**src/hdl/decode_defines.svh**
```systemverilog
`ifndef DECODE_DEFINES_SVH
`define DECODE_DEFINES_SVH

// Data path widths
`define NB_DATA     32
`define NB_PC       32
`define NB_INST     32
`define NB_REG      5              // Register address bits
`define N_REGS      32

// Instruction fields
`define NB_OPCODE   6
`define NB_FUNCT    6
`define NB_SHAMT    5
`define SHAMT_LSB   6              // Shift amount sits in bits 10..6
`define NB_IMM      16
`define NB_TARGET   26             // Jump target field, bits 25..0
`define NB_PC_TOP   4              // PC bits kept in a jump

`endif

```
**src/hdl/isa_pkg.sv**
```systemverilog
`include "decode_defines.svh"

package isa_pkg;

    typedef enum logic [`NB_OPCODE-1:0] {
        OP_RTYPE = 6'h00,              // Operation comes from funct
        OP_J     = 6'h02,
        OP_JAL   = 6'h03,
        OP_BEQ   = 6'h04,
        OP_BNE   = 6'h05,
        OP_ADDI  = 6'h08,
        OP_ANDI  = 6'h0c,
        OP_ORI   = 6'h0d,
        OP_LB    = 6'h20,
        OP_LH    = 6'h21,
        OP_LW    = 6'h23,
        OP_SB    = 6'h28,
        OP_SH    = 6'h29,
        OP_SW    = 6'h2b,
        OP_HALT  = 6'h3f               // Stops the decode stage
    } opcode_e;

    typedef enum logic [`NB_FUNCT-1:0] {
        F_SLL  = 6'h00,
        F_JR   = 6'h08,
        F_JALR = 6'h09,
        F_ADD  = 6'h20,
        F_SUB  = 6'h22,
        F_AND  = 6'h24,
        F_OR   = 6'h25,
        F_SLT  = 6'h2a
    } funct_e;

    typedef logic [`NB_REG-1:0] reg_addr_t;

    // R-format view of an instruction, I and J fields overlap rd..funct
    typedef struct packed {
        opcode_e              opcode;
        reg_addr_t            rs;
        reg_addr_t            rt;
        reg_addr_t            rd;
        logic [`NB_SHAMT-1:0] shamt;
        funct_e               funct;
    } inst_t;

endpackage

```
**src/hdl/pipe_pkg.sv**
```systemverilog
package pipe_pkg;

    // Operation requested from the execute stage
    typedef enum logic [3:0] {
        ALU_ADD = 4'd0,
        ALU_SUB = 4'd1,
        ALU_AND = 4'd2,
        ALU_OR  = 4'd3,
        ALU_SLT = 4'd4,
        ALU_SLL = 4'd5,
        ALU_NOP = 4'hf                 // Nothing to compute
    } alu_op_e;

    // Access width for the memory stage
    typedef enum logic [1:0] {
        SZ_NONE = 2'd0,
        SZ_BYTE = 2'd1,
        SZ_HALF = 2'd2,
        SZ_WORD = 2'd3
    } mem_size_e;

    typedef enum logic {
        ST_RUN     = 1'b0,
        ST_HALTED  = 1'b1              // Left only through reset
    } dec_state_e;

endpackage

```
**src/hdl/decode_ctrl_if.sv**
```systemverilog
`timescale 1ns/10ps

interface decode_ctrl_if;
    import pipe_pkg::*;

    logic      load;                   // Capture the bundle this cycle
    logic      out_free;               // Output register can take a bundle
    logic      reg_dest;
    alu_op_e   alu_op;
    logic      alu_src;
    logic      mem_read;
    logic      mem_write;
    logic      branch;
    logic      reg_write;
    logic      mem_to_reg;
    logic      jump;
    logic      jr_jalr;
    logic      hlt;
    mem_size_e mem_size;

    modport ctrl (
        output load, reg_dest, alu_op, alu_src, mem_read, mem_write, branch,
               reg_write, mem_to_reg, jump, jr_jalr, hlt, mem_size,
        input  out_free
    );

    modport sink (
        input  load, reg_dest, alu_op, alu_src, mem_read, mem_write, branch,
               reg_write, mem_to_reg, jump, jr_jalr, hlt, mem_size,
        output out_free
    );

endinterface

```
**src/hdl/decode_control.sv**
```systemverilog
`timescale 1ns/10ps

module decode_control (
    input  logic             i_clock,
    input  logic             i_reset,
    input  logic             i_inst_valid,
    output logic             o_inst_ready,
    input  isa_pkg::opcode_e i_opcode,
    input  isa_pkg::funct_e  i_funct,
    decode_ctrl_if.ctrl      ctrl
);
    import isa_pkg::*;
    import pipe_pkg::*;

    dec_state_e state;

    assign o_inst_ready = (state == ST_RUN) && ctrl.out_free;
    assign ctrl.load    = i_inst_valid && o_inst_ready;

    always_ff @(posedge i_clock) begin
        if (i_reset) begin
            state <= ST_RUN;
        end else if (ctrl.load && ctrl.hlt) begin
            state <= ST_HALTED;        // Halt bundle still goes out
        end
    end

    always_comb begin
        ctrl.reg_dest   = 1'b0;        // Unknown codes decode to a bubble
        ctrl.alu_op     = ALU_NOP;
        ctrl.alu_src    = 1'b0;
        ctrl.mem_read   = 1'b0;
        ctrl.mem_write  = 1'b0;
        ctrl.branch     = 1'b0;
        ctrl.reg_write  = 1'b0;
        ctrl.mem_to_reg = 1'b0;
        ctrl.jump       = 1'b0;
        ctrl.jr_jalr    = 1'b0;
        ctrl.hlt        = 1'b0;
        ctrl.mem_size   = SZ_NONE;

        case (i_opcode)
            OP_RTYPE: begin
                if (i_funct inside {F_ADD, F_SUB, F_AND, F_OR, F_SLT, F_SLL, F_JR, F_JALR}) begin
                    ctrl.reg_dest  = 1'b1;
                    ctrl.reg_write = (i_funct != F_JR); // JR has no result
                end
                case (i_funct)
                    F_ADD:   ctrl.alu_op = ALU_ADD;
                    F_SUB:   ctrl.alu_op = ALU_SUB;
                    F_AND:   ctrl.alu_op = ALU_AND;
                    F_OR:    ctrl.alu_op = ALU_OR;
                    F_SLT:   ctrl.alu_op = ALU_SLT;
                    F_SLL:   ctrl.alu_op = ALU_SLL;
                    F_JR,
                    F_JALR:  ctrl.jr_jalr = 1'b1; // Target from rs, ALU idle
                    default: ctrl.alu_op = ALU_NOP;
                endcase
            end
            OP_LB, OP_LH, OP_LW: begin
                ctrl.alu_src    = 1'b1;
                ctrl.mem_read   = 1'b1;
                ctrl.reg_write  = 1'b1;
                ctrl.mem_to_reg = 1'b1;
                ctrl.alu_op     = ALU_ADD;      // Base plus offset
                ctrl.mem_size   = (i_opcode == OP_LB) ? SZ_BYTE :
                                  (i_opcode == OP_LH) ? SZ_HALF : SZ_WORD;
            end
            OP_SB, OP_SH, OP_SW: begin
                ctrl.alu_src    = 1'b1;
                ctrl.mem_write  = 1'b1;
                ctrl.alu_op     = ALU_ADD;
                ctrl.mem_size   = (i_opcode == OP_SB) ? SZ_BYTE :
                                  (i_opcode == OP_SH) ? SZ_HALF : SZ_WORD;
            end
            OP_ADDI, OP_ANDI, OP_ORI: begin
                ctrl.alu_src    = 1'b1;
                ctrl.reg_write  = 1'b1;
                ctrl.alu_op     = (i_opcode == OP_ADDI) ? ALU_ADD :
                                  (i_opcode == OP_ANDI) ? ALU_AND : ALU_OR;
            end
            OP_BEQ, OP_BNE: begin
                ctrl.branch     = 1'b1;
                ctrl.alu_op     = ALU_SUB;      // Compare by subtraction
            end
            OP_J: begin
                ctrl.jump       = 1'b1;
            end
            OP_JAL: begin
                ctrl.jump       = 1'b1;
                ctrl.reg_write  = 1'b1;         // Link register write
            end
            OP_HALT: begin
                ctrl.hlt        = 1'b1;
            end
            default: begin
                ctrl.alu_op     = ALU_NOP;
            end
        endcase
    end

endmodule

```
**src/hdl/decode_output_reg.sv**
```systemverilog
`timescale 1ns/10ps
`include "decode_defines.svh"

module decode_output_reg (
    input  logic                  i_clock,
    input  logic                  i_reset,
    decode_ctrl_if.sink           ctrl,
    input  logic [`NB_DATA-1:0]   i_data_a,
    input  logic [`NB_DATA-1:0]   i_data_b,
    input  logic [`NB_DATA-1:0]   i_immediate,
    input  logic [`NB_DATA-1:0]   i_shamt,
    input  logic [`NB_PC-1:0]     i_jump_address,
    input  isa_pkg::reg_addr_t    i_rt,
    input  isa_pkg::reg_addr_t    i_rd,
    input  logic [`NB_PC-1:0]     i_pc,
    input  logic                  i_dec_ready,
    output logic                  o_dec_valid,
    output logic                  o_reg_dest,
    output pipe_pkg::alu_op_e     o_alu_op,
    output logic                  o_alu_src,
    output logic                  o_mem_read,
    output logic                  o_mem_write,
    output logic                  o_branch,
    output logic                  o_reg_write,
    output logic                  o_mem_to_reg,
    output logic                  o_jump,
    output logic                  o_jr_jalr,
    output logic                  o_hlt,
    output pipe_pkg::mem_size_e   o_mem_size,
    output logic [`NB_DATA-1:0]   o_data_a,
    output logic [`NB_DATA-1:0]   o_data_b,
    output logic [`NB_DATA-1:0]   o_immediate,
    output logic [`NB_DATA-1:0]   o_shamt,
    output isa_pkg::reg_addr_t    o_rt,
    output isa_pkg::reg_addr_t    o_rd,
    output logic [`NB_PC-1:0]     o_jump_address,
    output logic [`NB_PC-1:0]     o_pc
);

    // Empty now, or the held bundle leaves on this edge
    assign ctrl.out_free = !o_dec_valid || i_dec_ready;

    always_ff @(posedge i_clock) begin
        if (i_reset) begin
            o_dec_valid <= 1'b0;
        end else if (ctrl.load) begin
            o_dec_valid <= 1'b1;
        end else if (i_dec_ready) begin
            o_dec_valid <= 1'b0;       // Drained with nothing behind it
        end
    end

    always_ff @(posedge i_clock) begin
        if (ctrl.load) begin
            o_reg_dest     <= ctrl.reg_dest;
            o_alu_op       <= ctrl.alu_op;
            o_alu_src      <= ctrl.alu_src;
            o_mem_read     <= ctrl.mem_read;
            o_mem_write    <= ctrl.mem_write;
            o_branch       <= ctrl.branch;
            o_reg_write    <= ctrl.reg_write;
            o_mem_to_reg   <= ctrl.mem_to_reg;
            o_jump         <= ctrl.jump;
            o_jr_jalr      <= ctrl.jr_jalr;
            o_hlt          <= ctrl.hlt;
            o_mem_size     <= ctrl.mem_size;
            o_data_a       <= i_data_a;
            o_data_b       <= i_data_b;
            o_immediate    <= i_immediate;
            o_shamt        <= i_shamt;
            o_rt           <= i_rt;
            o_rd           <= i_rd;
            o_jump_address <= i_jump_address;
            o_pc           <= i_pc;
        end
    end

endmodule

```
**src/hdl/decode_stage.sv**
```systemverilog
`timescale 1ns/10ps
`include "decode_defines.svh"

module decode_stage (
    input  logic                  i_clock,
    input  logic                  i_reset,
    input  logic                  i_inst_valid,
    output logic                  o_inst_ready,
    input  logic [`NB_INST-1:0]   i_inst,
    input  logic [`NB_PC-1:0]     i_next_pc,
    input  logic                  i_wb_write,      // From writeback, no handshake
    input  isa_pkg::reg_addr_t    i_wb_reg,
    input  logic [`NB_DATA-1:0]   i_wb_data,
    output logic                  o_dec_valid,
    input  logic                  i_dec_ready,
    output logic                  o_reg_dest,      // EX
    output pipe_pkg::alu_op_e     o_alu_op,        // EX
    output logic                  o_alu_src,       // EX
    output logic                  o_mem_read,      // MEM
    output logic                  o_mem_write,     // MEM
    output logic                  o_branch,        // MEM
    output logic                  o_reg_write,     // WB
    output logic                  o_mem_to_reg,    // WB
    output logic                  o_jump,
    output logic                  o_jr_jalr,
    output logic                  o_hlt,
    output pipe_pkg::mem_size_e   o_mem_size,      // MEM
    output logic [`NB_DATA-1:0]   o_data_a,
    output logic [`NB_DATA-1:0]   o_data_b,
    output logic [`NB_DATA-1:0]   o_immediate,
    output logic [`NB_DATA-1:0]   o_shamt,
    output isa_pkg::reg_addr_t    o_rt,
    output isa_pkg::reg_addr_t    o_rd,
    output logic [`NB_PC-1:0]     o_jump_address,
    output logic [`NB_PC-1:0]     o_pc
);
    import isa_pkg::*;

    inst_t               inst_fields;
    logic [`NB_DATA-1:0] data_a;
    logic [`NB_DATA-1:0] data_b;
    logic [`NB_DATA-1:0] immediate;
    logic [`NB_DATA-1:0] shamt;
    logic [`NB_PC-1:0]   jump_address;

    decode_ctrl_if u_ctrl_if ();

    assign inst_fields = inst_t'(i_inst);

    decode_control u_control (
        .i_clock      (i_clock),
        .i_reset      (i_reset),
        .i_inst_valid (i_inst_valid),
        .o_inst_ready (o_inst_ready),
        .i_opcode     (inst_fields.opcode),
        .i_funct      (inst_fields.funct),
        .ctrl         (u_ctrl_if.ctrl)
    );

    register_bank u_register_bank (
        .i_clock      (i_clock),
        .i_reset      (i_reset),
        .i_write      (i_wb_write),
        .i_write_reg  (i_wb_reg),
        .i_write_data (i_wb_data),
        .i_read_reg_a (inst_fields.rs),
        .i_read_reg_b (inst_fields.rt),
        .o_data_a     (data_a),
        .o_data_b     (data_b)
    );

    operand_extend u_operand_extend (
        .i_inst         (i_inst),
        .i_next_pc_top  (i_next_pc[`NB_PC-1 -: `NB_PC_TOP]), // Upper PC bits
        .o_immediate    (immediate),
        .o_shamt        (shamt),
        .o_jump_address (jump_address)
    );

    decode_output_reg u_output_reg (
        .i_clock        (i_clock),
        .i_reset        (i_reset),
        .ctrl           (u_ctrl_if.sink),
        .i_data_a       (data_a),
        .i_data_b       (data_b),
        .i_immediate    (immediate),
        .i_shamt        (shamt),
        .i_jump_address (jump_address),
        .i_rt           (inst_fields.rt),
        .i_rd           (inst_fields.rd),
        .i_pc           (i_next_pc),
        .i_dec_ready    (i_dec_ready),
        .o_dec_valid    (o_dec_valid),
        .o_reg_dest     (o_reg_dest),
        .o_alu_op       (o_alu_op),
        .o_alu_src      (o_alu_src),
        .o_mem_read     (o_mem_read),
        .o_mem_write    (o_mem_write),
        .o_branch       (o_branch),
        .o_reg_write    (o_reg_write),
        .o_mem_to_reg   (o_mem_to_reg),
        .o_jump         (o_jump),
        .o_jr_jalr      (o_jr_jalr),
        .o_hlt          (o_hlt),
        .o_mem_size     (o_mem_size),
        .o_data_a       (o_data_a),
        .o_data_b       (o_data_b),
        .o_immediate    (o_immediate),
        .o_shamt        (o_shamt),
        .o_rt           (o_rt),
        .o_rd           (o_rd),
        .o_jump_address (o_jump_address),
        .o_pc           (o_pc)
    );

endmodule

```
**src/hdl/operand_extend.sv**
```systemverilog
`timescale 1ns/10ps
`include "decode_defines.svh"

module operand_extend (
    input  logic [`NB_INST-1:0]   i_inst,
    input  logic [`NB_PC_TOP-1:0] i_next_pc_top,
    output logic [`NB_DATA-1:0]   o_immediate,
    output logic [`NB_DATA-1:0]   o_shamt,
    output logic [`NB_PC-1:0]     o_jump_address
);

    // Offsets and arithmetic immediates are signed
    assign o_immediate = {{(`NB_DATA - `NB_IMM){i_inst[`NB_IMM-1]}},
                          i_inst[`NB_IMM-1:0]};

    assign o_shamt = {{(`NB_DATA - `NB_SHAMT){1'b0}},
                      i_inst[`SHAMT_LSB +: `NB_SHAMT]};  // Unsigned

    // Target stays in the current 256 MB region, word aligned
    assign o_jump_address = {i_next_pc_top, i_inst[`NB_TARGET-1:0], 2'b00};

endmodule

```
**src/hdl/register_bank.sv**
```systemverilog
`timescale 1ns/10ps
`include "decode_defines.svh"

module register_bank (
    input  logic                i_clock,
    input  logic                i_reset,
    input  logic                i_write,
    input  isa_pkg::reg_addr_t  i_write_reg,
    input  logic [`NB_DATA-1:0] i_write_data,
    input  isa_pkg::reg_addr_t  i_read_reg_a,
    input  isa_pkg::reg_addr_t  i_read_reg_b,
    output logic [`NB_DATA-1:0] o_data_a,
    output logic [`NB_DATA-1:0] o_data_b
);
    import isa_pkg::*;

    logic [`NB_DATA-1:0] regs [`N_REGS];
    logic                write_en;

    assign write_en = i_write && (i_write_reg != '0); // r0 drops writes

    always_ff @(posedge i_clock) begin
        if (i_reset) begin
            for (int i = 0; i < `N_REGS; i++) begin
                regs[i] <= '0;
            end
        end else if (write_en) begin
            regs[i_write_reg] <= i_write_data;
        end
    end

    function automatic logic [`NB_DATA-1:0] read_port(input reg_addr_t addr);
        if (addr == '0) begin
            return '0;                 // Hard-wired zero
        end else if (write_en && (addr == i_write_reg)) begin
            return i_write_data;       // Writeback on the same edge
        end
        return regs[addr];
    endfunction

    always_comb begin
        o_data_a = read_port(i_read_reg_a);
        o_data_b = read_port(i_read_reg_b);
    end

endmodule

```
**config.mk**
```make
export PLATFORM = sky130hd
export DESIGN_NAME = decode_stage
export DESIGN_NICKNAME = d
export VERILOG_FILES = /design/src/hdl/isa_pkg.sv /design/src/hdl/pipe_pkg.sv /design/src/hdl/decode_ctrl_if.sv /design/src/hdl/decode_control.sv /design/src/hdl/decode_output_reg.sv /design/src/hdl/decode_stage.sv /design/src/hdl/operand_extend.sv /design/src/hdl/register_bank.sv
export VERILOG_INCLUDE_DIRS = /design/src /design/src/hdl
export SDC_FILE = /design/constraint.sdc
export NUM_CORES = 2
export LEC_CHECK = 0
export ABC_AREA = 1
export BUFFER_PORTS_ARGS = -buffer_cell sky130_fd_sc_hd__clkbuf_2
export CAP_MARGIN = 5
export CORE_MARGIN = 2
export CORE_UTILIZATION = 35
export CTS_CLUSTER_DIAMETER = 150
export DETAILED_ROUTE_END_ITERATION = 7
export HOLD_SLACK_MARGIN = 0.06
export PLACE_DENSITY = 0.46
export REMOVE_ABC_BUFFERS = 1
export SLEW_MARGIN = 5
export SYNTH_ARGS = -nofsm -noshare
export SYNTH_HDL_FRONTEND = slang
export SYNTH_SLANG_ARGS = --single-unit
```
**constraint.sdc**
```tcl
create_clock -name i_clock -period 18.9 [get_ports i_clock]
set_clock_uncertainty 0.15 [all_clocks]
set_input_delay 3.78 -clock i_clock [delete_from_list [all_inputs] [get_ports i_clock]]
set_output_delay 3.78 -clock i_clock [all_outputs]
set_load 0.01 [all_outputs]
```
# Yosys cells after proc, flatten, opt, wreduce, memory -nomap -nowiden
# Memories as Yosys holds them, arrays and structs flattened.
# Index checks and enable logic that the tools add are counted.
[totals]
regBits = 174
ram_bits = 1024
in_bits = 106
out_inout_bits = 220
elab_cells = 111
memories = 1
[classes]
n_eq_ne = 24
n_mux = 39
n_bitwise = 1
n_reduce_logical = 25
[memory_table]
columns = ["name", "words", "word_bits", "read_ports", "rd_ports_with_merged_regs", "wr", "line_no", "rtl"]
rows = [
  ["u_register_bank.regs", 32, 32, 2, 0, 32, "register_bank.sv:17", "logic [`NB_DATA-1:0] regs [`N_REGS];"],
]
[op_table]
columns = ["operator", "count"]
rows = [
  ["$mux W32", 7],
  ["$eq A6 B6 Y1 const B", 12],
  ["$reduce_or A32 Y1", 1],
  ["$eq A6 B4 Y1 const B", 5],
  ["$mux W1", 24],
  ["$pmux W4 S6", 1],
  ["$pmux W4 S4", 1],
  ["$eq A6 B2 Y1 const B", 2],
  ["$eq A6 B3 Y1 const B", 2],
  ["$logic_not A6 Y1", 2],
  ["$eq A5 B5 Y1", 2],
  ["$logic_not A5 Y1", 2],
  ["$reduce_or A3 Y1", 3],
  ["$reduce_or A9 Y1", 1],
  ["$reduce_bool A8 Y1", 1],
  ["$reduce_or A7 Y1", 1],
  ["$logic_and A1 B1 Y1", 6],
  ["$ne A6 B4 Y1 const B", 1],
  ["$reduce_or A2 Y1", 3],
  ["$reduce_or A6 Y1", 1],
  ["$mux W5", 1],
  ["$reduce_bool A5 Y1", 1],
  ["$mux W2", 2],
  ["$mux W4", 1],
  ["other kinds (6)", 6],
]

# Longest topological paths before layout
[depth]
ltp_word = 7
depth_mapped = 12
depth_no_buf = 8

# Modules after synthesis
# A second synthesis with hierarchy kept.
[unflattened]
cells_unflattened = 8340
area_unflattened_um2 = 68360.6
[modules_own_cells]
columns = ["mod", "instances", "cells_per_inst", "area_each_um2", "seq_area_each_um2"]
rows = [
  ["register_bank", 1, 7921, 60564.3, 30749.5],
  ["decode_output_reg", 1, 223, 6588.8, 6566.3],
  ["operand_extend", 1, 97, 724.4, 0.0],
  ["decode_control", 1, 99, 483.0, 20.0],
]

# Least setup slack after synthesis
# OpenSTA, ideal clock, no wires.
[synth_path]
path_type = "input to register"
from = "in i_dec_ready"
to = "reg u_output_reg.o_alu_op[0], enable pin"
setup_ps = 834
arrival_ps = 13815
required_time_ps = 17916
setup_slack_ps = 4102
cell_stages = 2
path_buffers = 0
cell_sequence = "nor2_1 -> nor3b_1"
[synth_between]
elab_chain_cells = 3
[synth_lines]
columns = ["item", "line_no", "rtl"]
rows = [
  ["start, declared", "decode_stage.sv:15", "input logic i_dec_ready,"],
  ["$logic_or A1 B1 Y1", "decode_output_reg.sv:41", "assign ctrl.out_free = !o_dec_valid || i_dec_ready;"],
  ["$logic_and A1 B1 Y1", "decode_control.sv:17", "assign o_inst_ready = (state == ST_RUN) && ctrl.out_free;"],
  ["$logic_and A1 B1 Y1", "decode_control.sv:18", "assign ctrl.load = i_inst_valid && o_inst_ready;"],
  ["via u_control.ctrl.load", "decode_ctrl_if.sv:22", "output load, reg_dest, alu_op, alu_src, mem_read, mem_write, branch,"],
  ["end signal, assigned", "decode_output_reg.sv:56", "o_alu_op <= ctrl.alu_op;"],
  ["end, declared", "decode_output_reg.sv:19", "output pipe_pkg::alu_op_e o_alu_op,"],
]
# The timed path passes the listed nets, and every way through them passes these cells.
# A chain may end at the register's enable or synchronous reset.

# Final worst setup path
[layout_path]
from = "in i_dec_ready"
to = "out o_inst_ready"
[layout_between]
elab_chain_cells = 2
[layout_lines]
columns = ["item", "line_no", "rtl"]
rows = [
  ["$logic_or A1 B1 Y1", "decode_output_reg.sv:41", ""],
  ["$logic_and A1 B1 Y1", "decode_control.sv:17", ""],
  ["end, declared", "decode_stage.sv:8", "output logic o_inst_ready,"],
]
# No other way between the ends.

==> run summary <==
### Yosys
* 33 — distinct cell type count of the synthesized netlist
* 0 — Warnings, synthesis
* 1163 — synthesized flop and latch total
* 0 — Async SR Flop Fraction
* edfxtp_1 — leading register cell type out of synthesis
* 7.92 um^2 — post-synthesis area per instance
* 0.536 — share of Yosys cell area claimed by the top area cell type
* edfxtp_1 — top cell type by total area after synthesis
* 0.537 — portion of the post-synthesis area used by sequential elements
* 8210 — synthesized netlist cell count
* 1161 — count of flip-flops with a built-in enable after synthesis
* edfxtp_1 54%, nand3_1 15%, nand2_1 12% — cells taking the most area after synthesis
* 0.0650 mm^2 — cell area after technology mapping

### Timing
* 0 — final max-slew violation count
* 385 ps — hold slack final
* 0.122 GHz — peak clock frequency supported by timing
* 0.191 — Slew HR
* 1210 ps — transition time at the pin with the least slew margin
* no — unrepaired setup endpoints after global routing
* 0.434 — final worst path period share
* 10700 ps — final worst-path setup slack
* 8200 ps — Final min period
* 0 — final setup vio count
* 0 ps — sum of negative setup slack
* 0 — Hold Violations, Final

### Global route
* 0.298 — GR Util All Layers
* 55400 — via count of the first global-routing pass
* 0 — global route total overflow
* 188 — pin count of the biggest net entering global routing
* 11 — initial antenna violation count
* 409000 um — global-route wire length before repair

### Floorplanning
* 158 — Rows
* 326 — number of primary I/O pins
* 435 um — overall die width
* 0.189 mm^2 — area of the die
* 0.185 mm^2 — total core area
* 435 um — vertical die dimension
* 0.351 — starting density of the core

### Setup path
* 3 — crit path max fanout
* primary output — Critical Path End Type
* 4270 ps — WP data arrival
* in -> out — category of the most critical setup path
* primary input — startpoint types
* 14970 ps — data required time of the critical path

### Finish
* 10700 — non-filler cells in the finished layout
* nand2_1 — most common library cell in the layout ignoring fill and taps
* 0.0724 mm^2 — post-route design area
* 2103 x nand2_1, 1925 x nand3_1, 1161 x edfxtp_1, 1038 x nor2_1, 1026 x inv_1 — leading cell types in the layout, fill and taps excluded
* 11.3% — Syn-to-layout area delta
* 8226 — net total in the final layout
* 0.0923 — fraction of layout instances using a drive strength above 1
* 18800 — fillcell total

### Clocking
* 820 ps — latest clock arrival within the worst-skew pair
* 3 — Max Buffers Root-to-Sink
* 0 — Hold Buf Count CTS
* 0 — post-cts sizing count
* 60 ps — clock transition at the registers of the reported paths
* 0 — postcts setup bufs
* 4 — level count of the clock H-tree
* clkbuf_16 — clock root buffer master
* built — clock tree from TritonCTS
* 146 — TritonCTS buffer count
* 1163 — sinks on the clock net

### Detailed routing
* 8 — iteration count of the initial detailed-routing pass
* 5.51 — detailed-route vias per instance
* 59000 — via count
* 7782 — Detailed Route Iter0 Violations
* 0 — Antenna Nets Post-Route
* 289000 um — wire length after detailed routing
* 27.0 um — routed len/inst
* 0 — drt drc

### Placement
* 10530 ps — post-placement setup slack
* 154000 um — HPWL after DPL
* 0.0678 mm^2 — instance area at placement
* 296 — Buffers on Ports
* 10500 — instance count after placement with tap cells included
* 0.842 — final weighted congestion in routability-driven placement

### Flow run
* 0 — count of maximum capacitance violations

### Power and ir drop
* 0.0737 mV — maximum VDD drop
* 93.4 mW/mm^2 — PwrDens
* 0.0325 uW — static leakage

### Status
* completed — outcome

### Hold path
* reg -> reg — type of the tightest min-delay check

worst max-delay path, cell delays in order:
cell and delay, ps:
clkbuf_2 80, nor2_1 200, nor2_1 70, clkbuf_2 140
logic make-up (layout without fill, tap and decap cells):
group / count (synthesis) / in the layout / synth area share
buffers and inverters: 1769 / 1730 / 0.113
AOI/OAI and AO/OA: 76 / 76 / 0.00848
other: 1 / 63 / 0.0000577
and+or+nand+nor: 5197 / 5197 / 0.341
DFF: 1163 / 1163 / 0.537
xor gates and xnor gates: 4 / 4 / 0.000539
metrics by stage:
step / power [uW] / utilization
global route: 6970 / 0.391
floorplan: 3570 / -
detailed placement: 3990 / 0.366
global placement: 3990 / 0.366
CTS: 6780 / 0.391
finish: 6760 / 0.391
sequential cells by signal, summed over array words and instances, names as in the netlist, 2 cells and up:
register / flops
u_output_reg.o_immediate: 11
u_output_reg.o_rd: 4
u_output_reg.o_data_b: 32
u_output_reg.o_alu_op: 4
u_output_reg.o_rt: 4
u_register_bank.regs: 1024
u_output_reg.o_mem_size: 2
u_output_reg.o_pc: 31
u_output_reg.o_data_a: 32
u_output_reg.o_jump_address: 8
power breakdown:
part	leakage [uW]	internal (uW)	total, uW	switching [uW]
clock network	0.00226	1620	2810	1180
logic	0.0191	219	911	693
registers	0.0111	2990	3050	50.7
total	0.0325	4840	6760	1930
cells in the mapped netlist, drive strengths merged, types with 2 or more instances:
| cell | instances |
|---|---|
| dfxtp | 2 |
| edfxtp | 1161 |
| clkbuf | 359 |
| a21oi | 4 |
| nor3 | 13 |
| o21ai | 5 |
| nand2 | 2165 |
| or2 | 35 |
| a211oi | 2 |
| xnor2 | 3 |
| o211ai | 64 |
| buf | 366 |
| nor2 | 1049 |
| inv | 1043 |
| nand3 | 1926 |
| nand4 | 7 |
worst paths after layout:
path / endpoint / depth (start not counted) / startpoint / slack (ps)
setup reg to reg: u_output_reg.o_data_b[15] / 5 / u_output_reg.o_dec_valid / 16290
setup / recovery: o_inst_ready / 4 / i_dec_ready / 10700
hold / removal: u_control.state / 2 / u_control.state / 380
hold reg to reg: u_control.state / 2 / u_control.state / 380
final cells by class:
| class | count | area [um^2] | area share |
|---|---|---|---|
| Clock inverter | 69 | 683 | 0.00944 |
| Inverter | 1044 | 3970 | 0.0548 |
| Timing Repair Buffer | 427 | 2560 | 0.0354 |
| Antenna cell | 2 | 5.00 | 0.0000691 |
| Tap cell | 2480 | 3100 | 0.0429 |
| Multi-Input combinational cell | 5338 | 23200 | 0.321 |
| Sequential cell | 1163 | 34900 | 0.482 |
| Clock buffer | 190 | 3950 | 0.0545 |
metal layers:
metal | vias up | part of all wire | global-route usage
met5 | - | 0.00013 | 0
met2 | 3687 | 0.44 | 0.467
met4 | 6 | 0.052 | 0.137
met1 | 28500 | 0.41 | 0.401
met3 | 752 | 0.097 | 0.0523
li1 | 26100 | - | -
Power figures use the tool's default switching activity.
